File: src/logic/apb_pkg.sv
/*
 * APB protocol definitions
 * Bus widths and the packed request and response structs that
 * carry one APB slave port between the wrapper, node and peripherals
 */

package apb_pkg;

    localparam int unsigned ADDR_WIDTH = 32;
    localparam int unsigned DATA_WIDTH = 32;

    typedef logic [ADDR_WIDTH-1:0] addr_t;
    typedef logic [DATA_WIDTH-1:0] data_t;

    // everything the requester drives, held stable through the access phase
    typedef struct packed {
        addr_t paddr;
        data_t pwdata;
        logic  pwrite;
        logic  psel;
        logic  penable;
    } apb_req_t;

    // everything the completer drives
    // prdata and pslverr only count while pready is high
    typedef struct packed {
        data_t prdata;
        logic  pready;
        logic  pslverr;
    } apb_resp_t;

endpackage
File: src/logic/periph_map_pkg.sv
/*
 * Peripheral address map
 * Window base and length of each decoded target, the target
 * indices on the node and the register offsets inside each window
 */

package periph_map_pkg;

    localparam int unsigned NUM_TARGETS = 2;
    localparam int unsigned GPIO_IDX    = 0;
    localparam int unsigned TIMER_IDX   = 1;

    localparam apb_pkg::addr_t GPIO_BASE    = 32'h1A10_1000;
    localparam apb_pkg::addr_t GPIO_LENGTH  = 32'h0000_1000;
    localparam apb_pkg::addr_t TIMER_BASE   = 32'h1A10_B000;
    localparam apb_pkg::addr_t TIMER_LENGTH = 32'h0000_1000;

    // both windows are 4 KiB, so the low 12 address bits pick the register
    localparam int unsigned OFS_WIDTH = 12;

    localparam logic [OFS_WIDTH-1:0] GPIO_OUT_OFS = 12'h000;
    localparam logic [OFS_WIDTH-1:0] GPIO_DIR_OFS = 12'h004;
    localparam logic [OFS_WIDTH-1:0] GPIO_IN_OFS  = 12'h008;

    localparam logic [OFS_WIDTH-1:0] TMR_CTRL_OFS   = 12'h000;
    localparam logic [OFS_WIDTH-1:0] TMR_COUNT_OFS  = 12'h004;
    localparam logic [OFS_WIDTH-1:0] TMR_CMP_OFS    = 12'h008;
    localparam logic [OFS_WIDTH-1:0] TMR_STATUS_OFS = 12'h00C;

endpackage

File: src/logic/periph_bus_wrap.sv
/*
 * Peripheral bus wrapper
 * One APB slave port decoded onto the GPIO and timer register blocks
 */

`timescale 1ns/1ps

module periph_bus_wrap #(
    parameter int unsigned NUM_GPIO = 16
) (
    input  logic                 clk_i,
    input  logic                 rst_n,
    input  apb_pkg::apb_req_t    apb_req,
    output apb_pkg::apb_resp_t   apb_resp,
    input  logic [NUM_GPIO-1:0]  gpio_in,
    output logic [NUM_GPIO-1:0]  gpio_out,
    output logic [NUM_GPIO-1:0]  gpio_oe,
    output logic                 timer_event
);

    import apb_pkg::*;
    import periph_map_pkg::*;

    // builds the start table, or the inclusive end table when last is set
    function automatic logic [NUM_TARGETS-1:0][ADDR_WIDTH-1:0] map_addr(input logic last);
        logic [NUM_TARGETS-1:0][ADDR_WIDTH-1:0] m;
        m            = '0;
        m[GPIO_IDX]  = last ? GPIO_BASE + GPIO_LENGTH - 1 : GPIO_BASE;
        m[TIMER_IDX] = last ? TIMER_BASE + TIMER_LENGTH - 1 : TIMER_BASE;
        return m;
    endfunction

    apb_req_t  [NUM_TARGETS-1:0] target_req;
    apb_resp_t [NUM_TARGETS-1:0] target_resp;

    apb_node #(
        .NB_TARGETS ( NUM_TARGETS     ),
        .START_ADDR ( map_addr(1'b0)  ),
        .END_ADDR   ( map_addr(1'b1)  )
    ) i_apb_node (
        .clk_i       ( clk_i       ),
        .rst_n       ( rst_n       ),
        .slave_req   ( apb_req     ),
        .slave_resp  ( apb_resp    ),
        .target_req  ( target_req  ),
        .target_resp ( target_resp )
    );

    gpio_regs #(
        .NUM_GPIO ( NUM_GPIO )
    ) i_gpio_regs (
        .clk_i    ( clk_i                  ),
        .rst_n    ( rst_n                  ),
        .req      ( target_req[GPIO_IDX]   ),
        .resp     ( target_resp[GPIO_IDX]  ),
        .gpio_in  ( gpio_in                ),
        .gpio_out ( gpio_out               ),
        .gpio_oe  ( gpio_oe                )
    );

    timer_regs i_timer_regs (
        .clk_i       ( clk_i                  ),
        .rst_n       ( rst_n                  ),
        .req         ( target_req[TIMER_IDX]  ),
        .resp        ( target_resp[TIMER_IDX] ),
        .timer_event ( timer_event            )
    );

endmodule

File: src/logic/timer_regs.sv
/*
 * Compare timer register block
 * Free-running counter that wraps at the compare value, with a sticky
 * match flag and a one-cycle event. The APB port adds one wait state
 */

`timescale 1ns/1ps

module timer_regs (
    input  logic                clk_i,
    input  logic                rst_n,
    input  apb_pkg::apb_req_t   req,
    output apb_pkg::apb_resp_t  resp,
    output logic                timer_event
);

    import apb_pkg::*;
    import periph_map_pkg::*;

    logic                  enable_q;
    logic [DATA_WIDTH-1:0] count_q;
    logic [DATA_WIDTH-1:0] cmp_q;
    logic                  match_q;
    logic                  event_q;
    logic                  wait_q;
    logic [DATA_WIDTH-1:0] rdata_q;
    logic [DATA_WIDTH-1:0] rdata;
    logic [OFS_WIDTH-1:0]  ofs;
    logic                  first_cycle;
    logic                  wr_en;
    logic                  hit_cmp;

    assign ofs         = req.paddr[OFS_WIDTH-1:0];
    // first access cycle, where pready is still low
    assign first_cycle = req.psel & req.penable & ~wait_q;
    // writes take effect at the end of the second access cycle
    assign wr_en       = req.psel & req.penable & req.pwrite & wait_q;
    assign hit_cmp     = enable_q && (count_q == cmp_q);

    always_ff @(posedge clk_i) begin
        if (!rst_n) begin
            wait_q <= 1'b0;
        end else begin
            wait_q <= first_cycle;
        end
    end

    always_comb begin
        rdata = '0;
        case (ofs)
            TMR_CTRL_OFS:   rdata[0] = enable_q;
            TMR_COUNT_OFS:  rdata    = count_q;
            TMR_CMP_OFS:    rdata    = cmp_q;
            TMR_STATUS_OFS: rdata[0] = match_q;
            default:        rdata    = '0;
        endcase
    end

    // read data is sampled in the first cycle and returned in the second
    always_ff @(posedge clk_i) begin
        if (first_cycle) begin
            rdata_q <= rdata;
        end
    end

    always_ff @(posedge clk_i) begin
        if (!rst_n) begin
            enable_q <= 1'b0;
            count_q  <= '0;
            cmp_q    <= '0;
            match_q  <= 1'b0;
            event_q  <= 1'b0;
        end else begin
            event_q <= hit_cmp;
            if (hit_cmp) begin
                count_q <= '0;
            end else if (enable_q) begin
                count_q <= count_q + 1'b1;
            end
            if (wr_en && ofs == TMR_CTRL_OFS) begin
                enable_q <= req.pwdata[0];
            end
            if (wr_en && ofs == TMR_CMP_OFS) begin
                cmp_q <= req.pwdata;
            end
            // a new match wins over a clear in the same cycle
            if (hit_cmp) begin
                match_q <= 1'b1;
            end else if (wr_en && ofs == TMR_STATUS_OFS && req.pwdata[0]) begin
                match_q <= 1'b0;
            end
        end
    end

    assign resp.prdata  = rdata_q;
    assign resp.pready  = wait_q;
    assign resp.pslverr = 1'b0;
    assign timer_event  = event_q;

    // relies on the requester holding psel and penable through the wait state
    a_pready_in_access: assert property (
        @(posedge clk_i) disable iff (!rst_n)
        resp.pready |-> (req.psel && req.penable)
    );

endmodule

File: src/logic/gpio_regs.sv
/*
 * GPIO register block
 * Output and direction registers plus a two-flop synchronized view
 * of the input pins, on an APB port with no wait states
 */

`timescale 1ns/1ps

module gpio_regs #(
    parameter int unsigned NUM_GPIO = 16
) (
    input  logic                 clk_i,
    input  logic                 rst_n,
    input  apb_pkg::apb_req_t    req,
    output apb_pkg::apb_resp_t   resp,
    input  logic [NUM_GPIO-1:0]  gpio_in,
    output logic [NUM_GPIO-1:0]  gpio_out,
    output logic [NUM_GPIO-1:0]  gpio_oe
);

    import apb_pkg::*;
    import periph_map_pkg::*;

    logic [NUM_GPIO-1:0]  out_q;
    logic [NUM_GPIO-1:0]  oe_q;
    logic [NUM_GPIO-1:0]  in_meta_q;
    logic [NUM_GPIO-1:0]  in_sync_q;
    logic [OFS_WIDTH-1:0] ofs;
    logic                 access;
    logic [DATA_WIDTH-1:0] rdata;

    assign ofs    = req.paddr[OFS_WIDTH-1:0];
    assign access = req.psel & req.penable;

    // writes land on the edge that ends the single access cycle
    always_ff @(posedge clk_i) begin
        if (!rst_n) begin
            out_q <= '0;
            oe_q  <= '0;
        end else if (access && req.pwrite) begin
            if (ofs == GPIO_OUT_OFS) begin
                out_q <= req.pwdata[NUM_GPIO-1:0];
            end
            if (ofs == GPIO_DIR_OFS) begin
                oe_q <= req.pwdata[NUM_GPIO-1:0];
            end
        end
    end

    // pins are asynchronous to clk_i
    always_ff @(posedge clk_i) begin
        in_meta_q <= gpio_in;
        in_sync_q <= in_meta_q;
    end

    // unused offsets read as zero and still complete without error
    always_comb begin
        rdata = '0;
        case (ofs)
            GPIO_OUT_OFS: rdata[NUM_GPIO-1:0] = out_q;
            GPIO_DIR_OFS: rdata[NUM_GPIO-1:0] = oe_q;
            GPIO_IN_OFS:  rdata[NUM_GPIO-1:0] = in_sync_q;
            default:      rdata = '0;
        endcase
    end

    assign resp.prdata  = rdata;
    assign resp.pready  = access;
    assign resp.pslverr = 1'b0;

    assign gpio_out = out_q;
    assign gpio_oe  = oe_q;

    // an access phase only starts after a setup cycle, so psel is already high
    a_penable_needs_psel: assert property (
        @(posedge clk_i) disable iff (!rst_n)
        $rose(req.penable) |-> req.psel
    );

endmodule

File: src/logic/apb_node.sv
/*
 * APB node
 * Decodes the slave port address against a table of windows, routes
 * the request to the matching target and returns its response.
 * A miss is answered here with an error and no wait state
 */

`timescale 1ns/1ps

module apb_node #(
    parameter int unsigned NB_TARGETS = 2,
    parameter logic [NB_TARGETS-1:0][apb_pkg::ADDR_WIDTH-1:0] START_ADDR = '0,
    parameter logic [NB_TARGETS-1:0][apb_pkg::ADDR_WIDTH-1:0] END_ADDR   = '0
) (
    input  logic                                 clk_i,
    input  logic                                 rst_n,
    input  apb_pkg::apb_req_t                    slave_req,
    output apb_pkg::apb_resp_t                   slave_resp,
    output apb_pkg::apb_req_t  [NB_TARGETS-1:0]  target_req,
    input  apb_pkg::apb_resp_t [NB_TARGETS-1:0]  target_resp
);

    import apb_pkg::*;

    // completes in the first access cycle, reads as zero
    localparam apb_resp_t MISS_RESP = '{prdata: '0, pready: 1'b1, pslverr: 1'b1};

    logic [NB_TARGETS-1:0] sel;
    logic                  hit;

    // the end address is inclusive
    always_comb begin
        for (int unsigned i = 0; i < NB_TARGETS; i++) begin
            sel[i] = (slave_req.paddr >= START_ADDR[i]) &&
                     (slave_req.paddr <= END_ADDR[i]);
        end
    end

    assign hit = |sel;

    // every target sees the same address and data, but only the
    // selected one sees psel and penable
    always_comb begin
        for (int unsigned i = 0; i < NB_TARGETS; i++) begin
            target_req[i]         = slave_req;
            target_req[i].psel    = slave_req.psel & sel[i];
            target_req[i].penable = slave_req.penable & sel[i];
        end
    end

    always_comb begin
        slave_resp = MISS_RESP;
        if (hit) begin
            slave_resp = '0;
            for (int unsigned i = 0; i < NB_TARGETS; i++) begin
                if (sel[i]) begin
                    slave_resp = target_resp[i];
                end
            end
        end
    end

    // overlapping windows in the top level map would select two targets
    a_sel_onehot: assert property (
        @(posedge clk_i) disable iff (!rst_n)
        slave_req.psel |-> $onehot0(sel)
    );

endmodule

File: config.mk
export PLATFORM = sky130hd
export DESIGN_NAME = periph_bus_wrap
export DESIGN_NICKNAME = d
export VERILOG_FILES = /design/src/logic/apb_pkg.sv /design/src/logic/periph_map_pkg.sv /design/src/logic/periph_bus_wrap.sv /design/src/logic/timer_regs.sv /design/src/logic/gpio_regs.sv /design/src/logic/apb_node.sv
export SDC_FILE = /design/constraint.sdc
export NUM_CORES = 1
export LEC_CHECK = 0
export BUFFER_PORTS_ARGS = -buffer_cell sky130_fd_sc_hd__buf_2
export CAP_MARGIN = 20
export CORE_MARGIN = 5
export CORE_UTILIZATION = 35
export DETAILED_ROUTE_END_ITERATION = 8
export SYNTH_ARGS = -nofsm -noshare
export SYNTH_HDL_FRONTEND = slang
export SYNTH_SLANG_ARGS = --single-unit
export TNS_END_PERCENT = 20
File: constraint.sdc
create_clock -name clk_i -period 6.3 [get_ports clk_i]
set_clock_uncertainty 0.2 [all_clocks]
set_input_delay 0.945 -clock clk_i [delete_from_list [all_inputs] [get_ports clk_i]]
set_output_delay 0.945 -clock clk_i [all_outputs]
set_load 0.005 [all_outputs]
---- Yosys cells after proc, flatten, opt, wreduce, memory -nomap -nowiden ----
Index checks and enable logic that the tools add are counted.
Widths: inputs -> output; s select.
operators by class
  equality and inequality tests ........... 4
  mux-type cells .......................... 8
  add/sub/neg operators ................... 1
  reduce and logical (&&, ||, !) cells .... 14
  bitwise logic cells ..................... 11
  $lt $le $gt $ge ......................... 4
operators by type and width
  cell                   count
  $mux 34                2
  $ge 32x29->1 const B   2
  $le 32x29->1 const B   2
  $pmux 31 s2            1
  $pmux 16 s3            1
  $add 32x1->32 const B  1
  $eq 32x32->1           1
  $eq 12x4->1 const B    2
  $mux 18                1
  $eq 12x3->1 const B    1
  $logic_not 12->1       1
  $and 1x1->1            9
  $logic_and 1x1->1      8
  $pmux 1 s4             1
  $reduce_and 2->1       2
  $reduce_or 2->1        2
  $mux 1                 2
  $not 1->1              2
  $reduce_bool 2->1      1
storage, ports and cells
  logic and storage cells ................. 53
  input port bits ......................... 85
  output and inout port bits .............. 67
  register bits after elaboration ......... 164

---- Logic depth before layout (Yosys ltp) ----
  depth in word-level cells ............... 10
  mapped depth ............................ 8
  depth with buffers taken out ............ 6

---- Cells and area by module ----
A second synthesis with hierarchy kept.
second synthesis, totals
  cell total of the unflattened synthesis .. 925
  area total of the unflattened synthesis .. 8,628.3 µm²
modules (own cells, without submodules)
  module      cells an instance  sequential area each (µm²)  area each (µm²)  times used
  timer_regs  460                2,322.2                     4,564.4          1
  gpio_regs   237                1,281.2                     2,443.6          1
  apb_node    228                0.0                         1,620.3          1

---- Worst setup path before layout ----
Ideal clock, no wire load.
  path type ............................... input to register
  from .................................... input apb_req[66] (netlist name)
  to ...................................... register i_timer_regs.rdata_q[0], enable pin
  cell stages on the path ................. 4
  setup slack ............................. 1.351 ns
  data required time ...................... 5.631 ns
  setup time .............................. 0.469 ns
  arrival time ............................ 4.280 ns
  cells stage by stage .................... nor4b_1 nand3_2 nor3_2 nor3b_1
on the way
  longest elaborated chain between the ends .. 5
  elaborated cells between the ends (all ways) .. 7
  classes of those cells .................. 2 x order compare; 4 x bitwise; 1 x reduce/logical
RTL lines
  what                                                 line                            RTL
  start, declared                                      periph_bus_wrap.sv:13           input apb_pkg::apb_req_t apb_req,
  $ge 32x29->1 / $le 32x29->1 (equally long branches)  apb_node.sv:34, apb_node.sv:35
  $logic_and 1x1->1 *                                  apb_node.sv:34                  sel[i] = (slave_req.paddr >= START_ADDR[i]) &&
  $and 1x1->1 (on tied branches)                       apb_node.sv:46, apb_node.sv:47
  $and 1x1->1 * (2 in a row)                           timer_regs.sv:35                assign first_cycle = req.psel & req.penable & ~wait_q;
  net i_timer_regs.first_cycle                         timer_regs.sv:29                logic first_cycle;
  end signal, assigned                                 timer_regs.sv:62                rdata_q <= rdata;
  end, declared                                        timer_regs.sv:26                logic [DATA_WIDTH-1:0] rdata_q;
The timed path passes the listed nets; every way through them passes the cells marked *.
A chain may end at the register's enable or synchronous reset.

==> results by stage <==
Outcome:
- The flow ran to the end, and the final reports show no timing, DRC or antenna violations.

Floorplanning:
- The die outline area is 23,140 um^2.
- The initialized floorplan defines 52 standard-cell rows.
- 152 I/O pins were placed.
- From bottom edge to top edge, the die measures 152.1 um.
- The core area is 20,040 um^2.
- Measured along the x axis, the die boundary spans 152.1 um.
- The initial core utilization is 0.3528.

Final layout:
- The net count of the finished layout is 883.
- The ratio of cells with drive above 1 in the final layout is 0.2580.
- Summing all non-filler instances in the final layout gives an area of 8680 um^2.
- For this run, the share of the core covered by cells in the final layout is 0.4331.
- The area growth from synthesis to layout is 22.78%.
- The antenna cell count is 0.

CTS:
- The clock buffer count from CTS is 17.
- The cell at the root of the clock tree is sky130_fd_sc_hd__clkbuf_16.
- The clock latency on the worst-skew pair is 0.43 ns.
- The CTS tree is built.
- The quantity of gates resized following cts is 0.
- The maximum clock path buffer count is 2.
- Hold repair after CTS inserted 0 buffers.
- The number of setup buffers added after CTS is 0.
- The clock-pin slew on the worst setup and hold paths is 0.07 ns.
- The clock tree synthesis step divided the H-tree into 4 levels.
- Counting every sink on the clock net gives 164.

Logic synthesis:
- The average instance area after synthesis is 10.71 um^2.
- The most used flip-flop cell after synthesis is sky130_fd_sc_hd__dfxtp_1.
- The synthesized-area fraction occupied by adder cells is 0.001770.
- Yosys attributes the largest share of cell area to sky130_fd_sc_hd__dfxtp_1 37%, sky130_fd_sc_hd__edfxtp_1 14%, sky130_fd_sc_hd__mux2i_1 9.3%.
- The number of distinct library cells after synthesis is 49.
- The number of flops mapped to enable cells by yosys is 32.
- Of the post-synthesis cell area, the part taken by muxes is 0.09664.
- The share of flip-flops with an asynchronous set or reset is 0.
- The Yosys warning count is 0.
- After synthesis the cells add up to 7069 um^2.
- The combinational family with the most area after synthesis is simple AND/OR/NAND/NOR gates.
- Synthesis inferred 164 register bits.
- The library cell with the largest summed area after synthesis is sky130_fd_sc_hd__dfxtp_1.
- Counting every net in the synthesized netlist gives 746.
- Of the total synthesized cell area, the portion taken by AND, OR, NAND and NOR gates is 0.2055.
- The register area share after synthesis is 0.5097.
- The compound-gate portion of the synthesized area was 0.08389.
- The xor/xnor cell area share of the yosys netlist is 0.07062.
- The share of Yosys cell area claimed by the top area cell type is 0.3738.
- The cell count after synthesis came out at 660.

Drt:
- Dividing the detail-routed wire length by the instance count gives 16.95 um.
- The number of detailed-route iterations in the first pass is 7.
- The number of remaining DRC errors is 0.
- The detailed-route via count is 5,307.
- Once detail routing completed, the nets flagged for antenna violations numbered 0.
- The total wire length after detailed routing is 18,310 um.
- In the routed layout, each cell is associated on average with a via count of 4.914.
- The initial DRC count is 396.

Global route:
- The leftover overflow at the end of global routing is 0.
- The overall routing resource usage is 0.1589.
- The initial antenna violation count is 0.
- The first global-routing pass estimated 29,700 um of wire.
- The largest net degree at the start of global routing is 71.
- The via count of the first global-routing pass is 5,365.

Worst setup path:
- The reg-to-reg critical path startpoint is i_timer_regs.enable_q.
- The worst setup path is launched from an input port.
- Of all nets on the critical path, the largest fanout is 16.
- The length in cells of the worst reg-to-reg path is 5.
- In this run the critical register-to-register path is captured at i_timer_regs.count_q[30].
- The worst setup path is captured at an output pin.
- The required time reported for the critical path endpoint is 5.15 ns.
- The setup path with the least slack is of type in2out.
- The reg2reg setup slack is 3.62 ns.
- For the worst setup path, the data arrival time is 3.26 ns.

Job:
- Max-cap violations in this run came to 0.

Min path:
- The capture endpoint of the worst hold path is i_gpio_regs.in_sync_q[15].
- The startpoint identified for the worst hold timing path is i_gpio_regs.in_meta_q[15].
- The class of the tightest hold or removal check is reg2reg.
- The hold-critical path depth is 0.

STA:
- The minimum clock period after layout is 4.405 ns.
- The slew at the pin with the worst max-slew slack is 1.115 ns.
- Setup repair after global routing left no endpoint under its margin.
- For the final routed database, the setup TNS stands at 0 ns.
- The final hold violation count is 0.
- For this run, the top clock speed supported by timing is 227.0 MHz.
- Setup violations remaining at the end of the flow were counted as 0.
- The number of pins exceeding their max-slew limit in the final report is 0.
- Of the available clock period, the critical path in the final layout requires 0.6992.
- In this run the tightest slew margin relative to its limit is 0.2553.

Place:
- The number of buffers inserted by port buffering is 151.
- The global placement routability congestion is 0.8577.
- The cell area after placement is 8040 um^2.
- The placed wire-length estimate is 13,160 um.

Power and ir drop:
- The ratio of total power to cell area is 258.6 nW/um^2.
- The leakage power of the design is 3.451 nW.
- Across the VDD grid, the largest voltage drop is 192.6 uV.
- Power comes to 2.245 mW.
metrics by stage:
step,hold slack (ns),cells,worst slack (ns)
floorplan,0.1096,660,1.351
global placement,0.1097,1048,1.858
detailed placement,0.1121,1048,1.803
CTS,0.1256,1080,1.803
global route,0.1326,1080,1.565
finish,0.1245,1080,1.895
metal layers:
metal | up-vias | GRT usage | wire length [um]
li1 | 2624 | - | -
met3 | 23 | 0.04323 | 1045
met1 | 2503 | 0.2036 | 8253
met5 | - | 0 | 0
met2 | 157 | 0.2572 | 8698
met4 | 0 | 0.05950 | 311
how the worst max path moves through the flow:
stage                           start                 endpoint  slack, ns  depth (start not counted)
after global routing      apb_req[66]              apb_resp[7]       1.56                          7
after detailed placement  apb_req[66]             apb_resp[16]       1.80                          7
after floorplan           apb_req[66]  i_timer_regs.rdata_q[0]       1.35                          4
after global placement    apb_req[53]             apb_resp[16]       1.86                          7
after CTS                 apb_req[66]             apb_resp[16]       1.80                          7
final                     apb_req[66]             apb_resp[16]       1.89                          7
layout by cell type, fill, tap and decap left out, types with 4 or more instances in the layout:
cell	synthesis	final
sky130_fd_sc_hd__a222oi_1	17	17
sky130_fd_sc_hd__a22o_1	29	29
sky130_fd_sc_hd__and2_1	20	20
sky130_fd_sc_hd__and4_1	5	5
sky130_fd_sc_hd__buf_2	10	151
sky130_fd_sc_hd__buf_4	2	7
sky130_fd_sc_hd__clkbuf_16	0	18
sky130_fd_sc_hd__dfxtp_1	132	132
sky130_fd_sc_hd__edfxtp_1	32	32
sky130_fd_sc_hd__inv_1	6	6
sky130_fd_sc_hd__inv_6	0	5
sky130_fd_sc_hd__mux2i_1	66	66
sky130_fd_sc_hd__nand2_1	40	40
sky130_fd_sc_hd__nand3_1	15	15
sky130_fd_sc_hd__nand4_1	17	17
sky130_fd_sc_hd__nor2_1	43	43
sky130_fd_sc_hd__nor2b_1	70	69
sky130_fd_sc_hd__nor3_1	4	4
sky130_fd_sc_hd__nor4_1	8	8
sky130_fd_sc_hd__o21ai_0	23	23
sky130_fd_sc_hd__xnor2_1	16	16
sky130_fd_sc_hd__xor2_1	41	41
logic make-up after synthesis:
kind of cell,Yosys count
adder cells (fa/ha/maj),1
XOR/XNOR,57
AO/OA/AOI/OAI,76
flip-flops,164
buffers and inverters,46
multiplexers,67
AND/OR/NAND/NOR,249
report_power, final:
part / leakage, nW / internal (mW) / switching [mW] / total (mW)
Sequential: 1.30 / 1.08 / 0.00297 / 1.08
Clock: 0.314 / 0.661 / 0.447 / 1.11
Combinational: 1.83 / 0.0294 / 0.0277 / 0.0571
Total: 3.45 / 1.77 / 0.478 / 2.24
worst max-delay path, stage by stage:
cell	delay (ns)
sky130_fd_sc_hd__buf_2	0.10
sky130_fd_sc_hd__nor4b_1	0.47
sky130_fd_sc_hd__nand3_2	0.22
sky130_fd_sc_hd__nor2_1	0.22
sky130_fd_sc_hd__nand4b_1	0.67
sky130_fd_sc_hd__o21ai_0	0.44
sky130_fd_sc_hd__buf_2	0.17
layout make-up:
type / instances / area [um^2]
Inverter: 6 / 22.52
Sequential cell: 164 / 3603
Clock inverter: 13 / 185.2
Timing Repair Buffer: 158 / 808.3
Multi-Input combinational cell: 450 / 3268
Fill cell: 1995 / 11360
Clock buffer: 19 / 454.2
Tap cell: 270 / 337.8
synth_stat cells (6+ instances only):
library cell               instances
sky130_fd_sc_hd__clkbuf_1         19
sky130_fd_sc_hd__nor2_1           43
sky130_fd_sc_hd__a22o_1           29
sky130_fd_sc_hd__nor2b_1          70
sky130_fd_sc_hd__and2_1           20
sky130_fd_sc_hd__edfxtp_1         32
sky130_fd_sc_hd__o21ai_0          23
sky130_fd_sc_hd__nand3_1          15
sky130_fd_sc_hd__xor2_1           41
sky130_fd_sc_hd__nor4_1            8
sky130_fd_sc_hd__nand4_1          17
sky130_fd_sc_hd__inv_1             6
sky130_fd_sc_hd__nand2_1          40
sky130_fd_sc_hd__xnor2_1          16
sky130_fd_sc_hd__mux2i_1          66
sky130_fd_sc_hd__dfxtp_1         132
sky130_fd_sc_hd__a222oi_1         17
sky130_fd_sc_hd__buf_2            10
flip-flops by register name (all words and copies together) (netlist names):
register and cells:
i_timer_regs.count_q 32, i_gpio_regs.gpio_oe 16, i_timer_regs.wait_q 1, i_gpio_regs.gpio_out 16
i_timer_regs.rdata_q 32, i_timer_regs.cmp_q 32, i_timer_regs.match_q 1, i_gpio_regs.in_sync_q 16
i_timer_regs.timer_event 1, i_gpio_regs.in_meta_q 16, i_timer_regs.enable_q 1
Power figures use the tool's default switching activity.
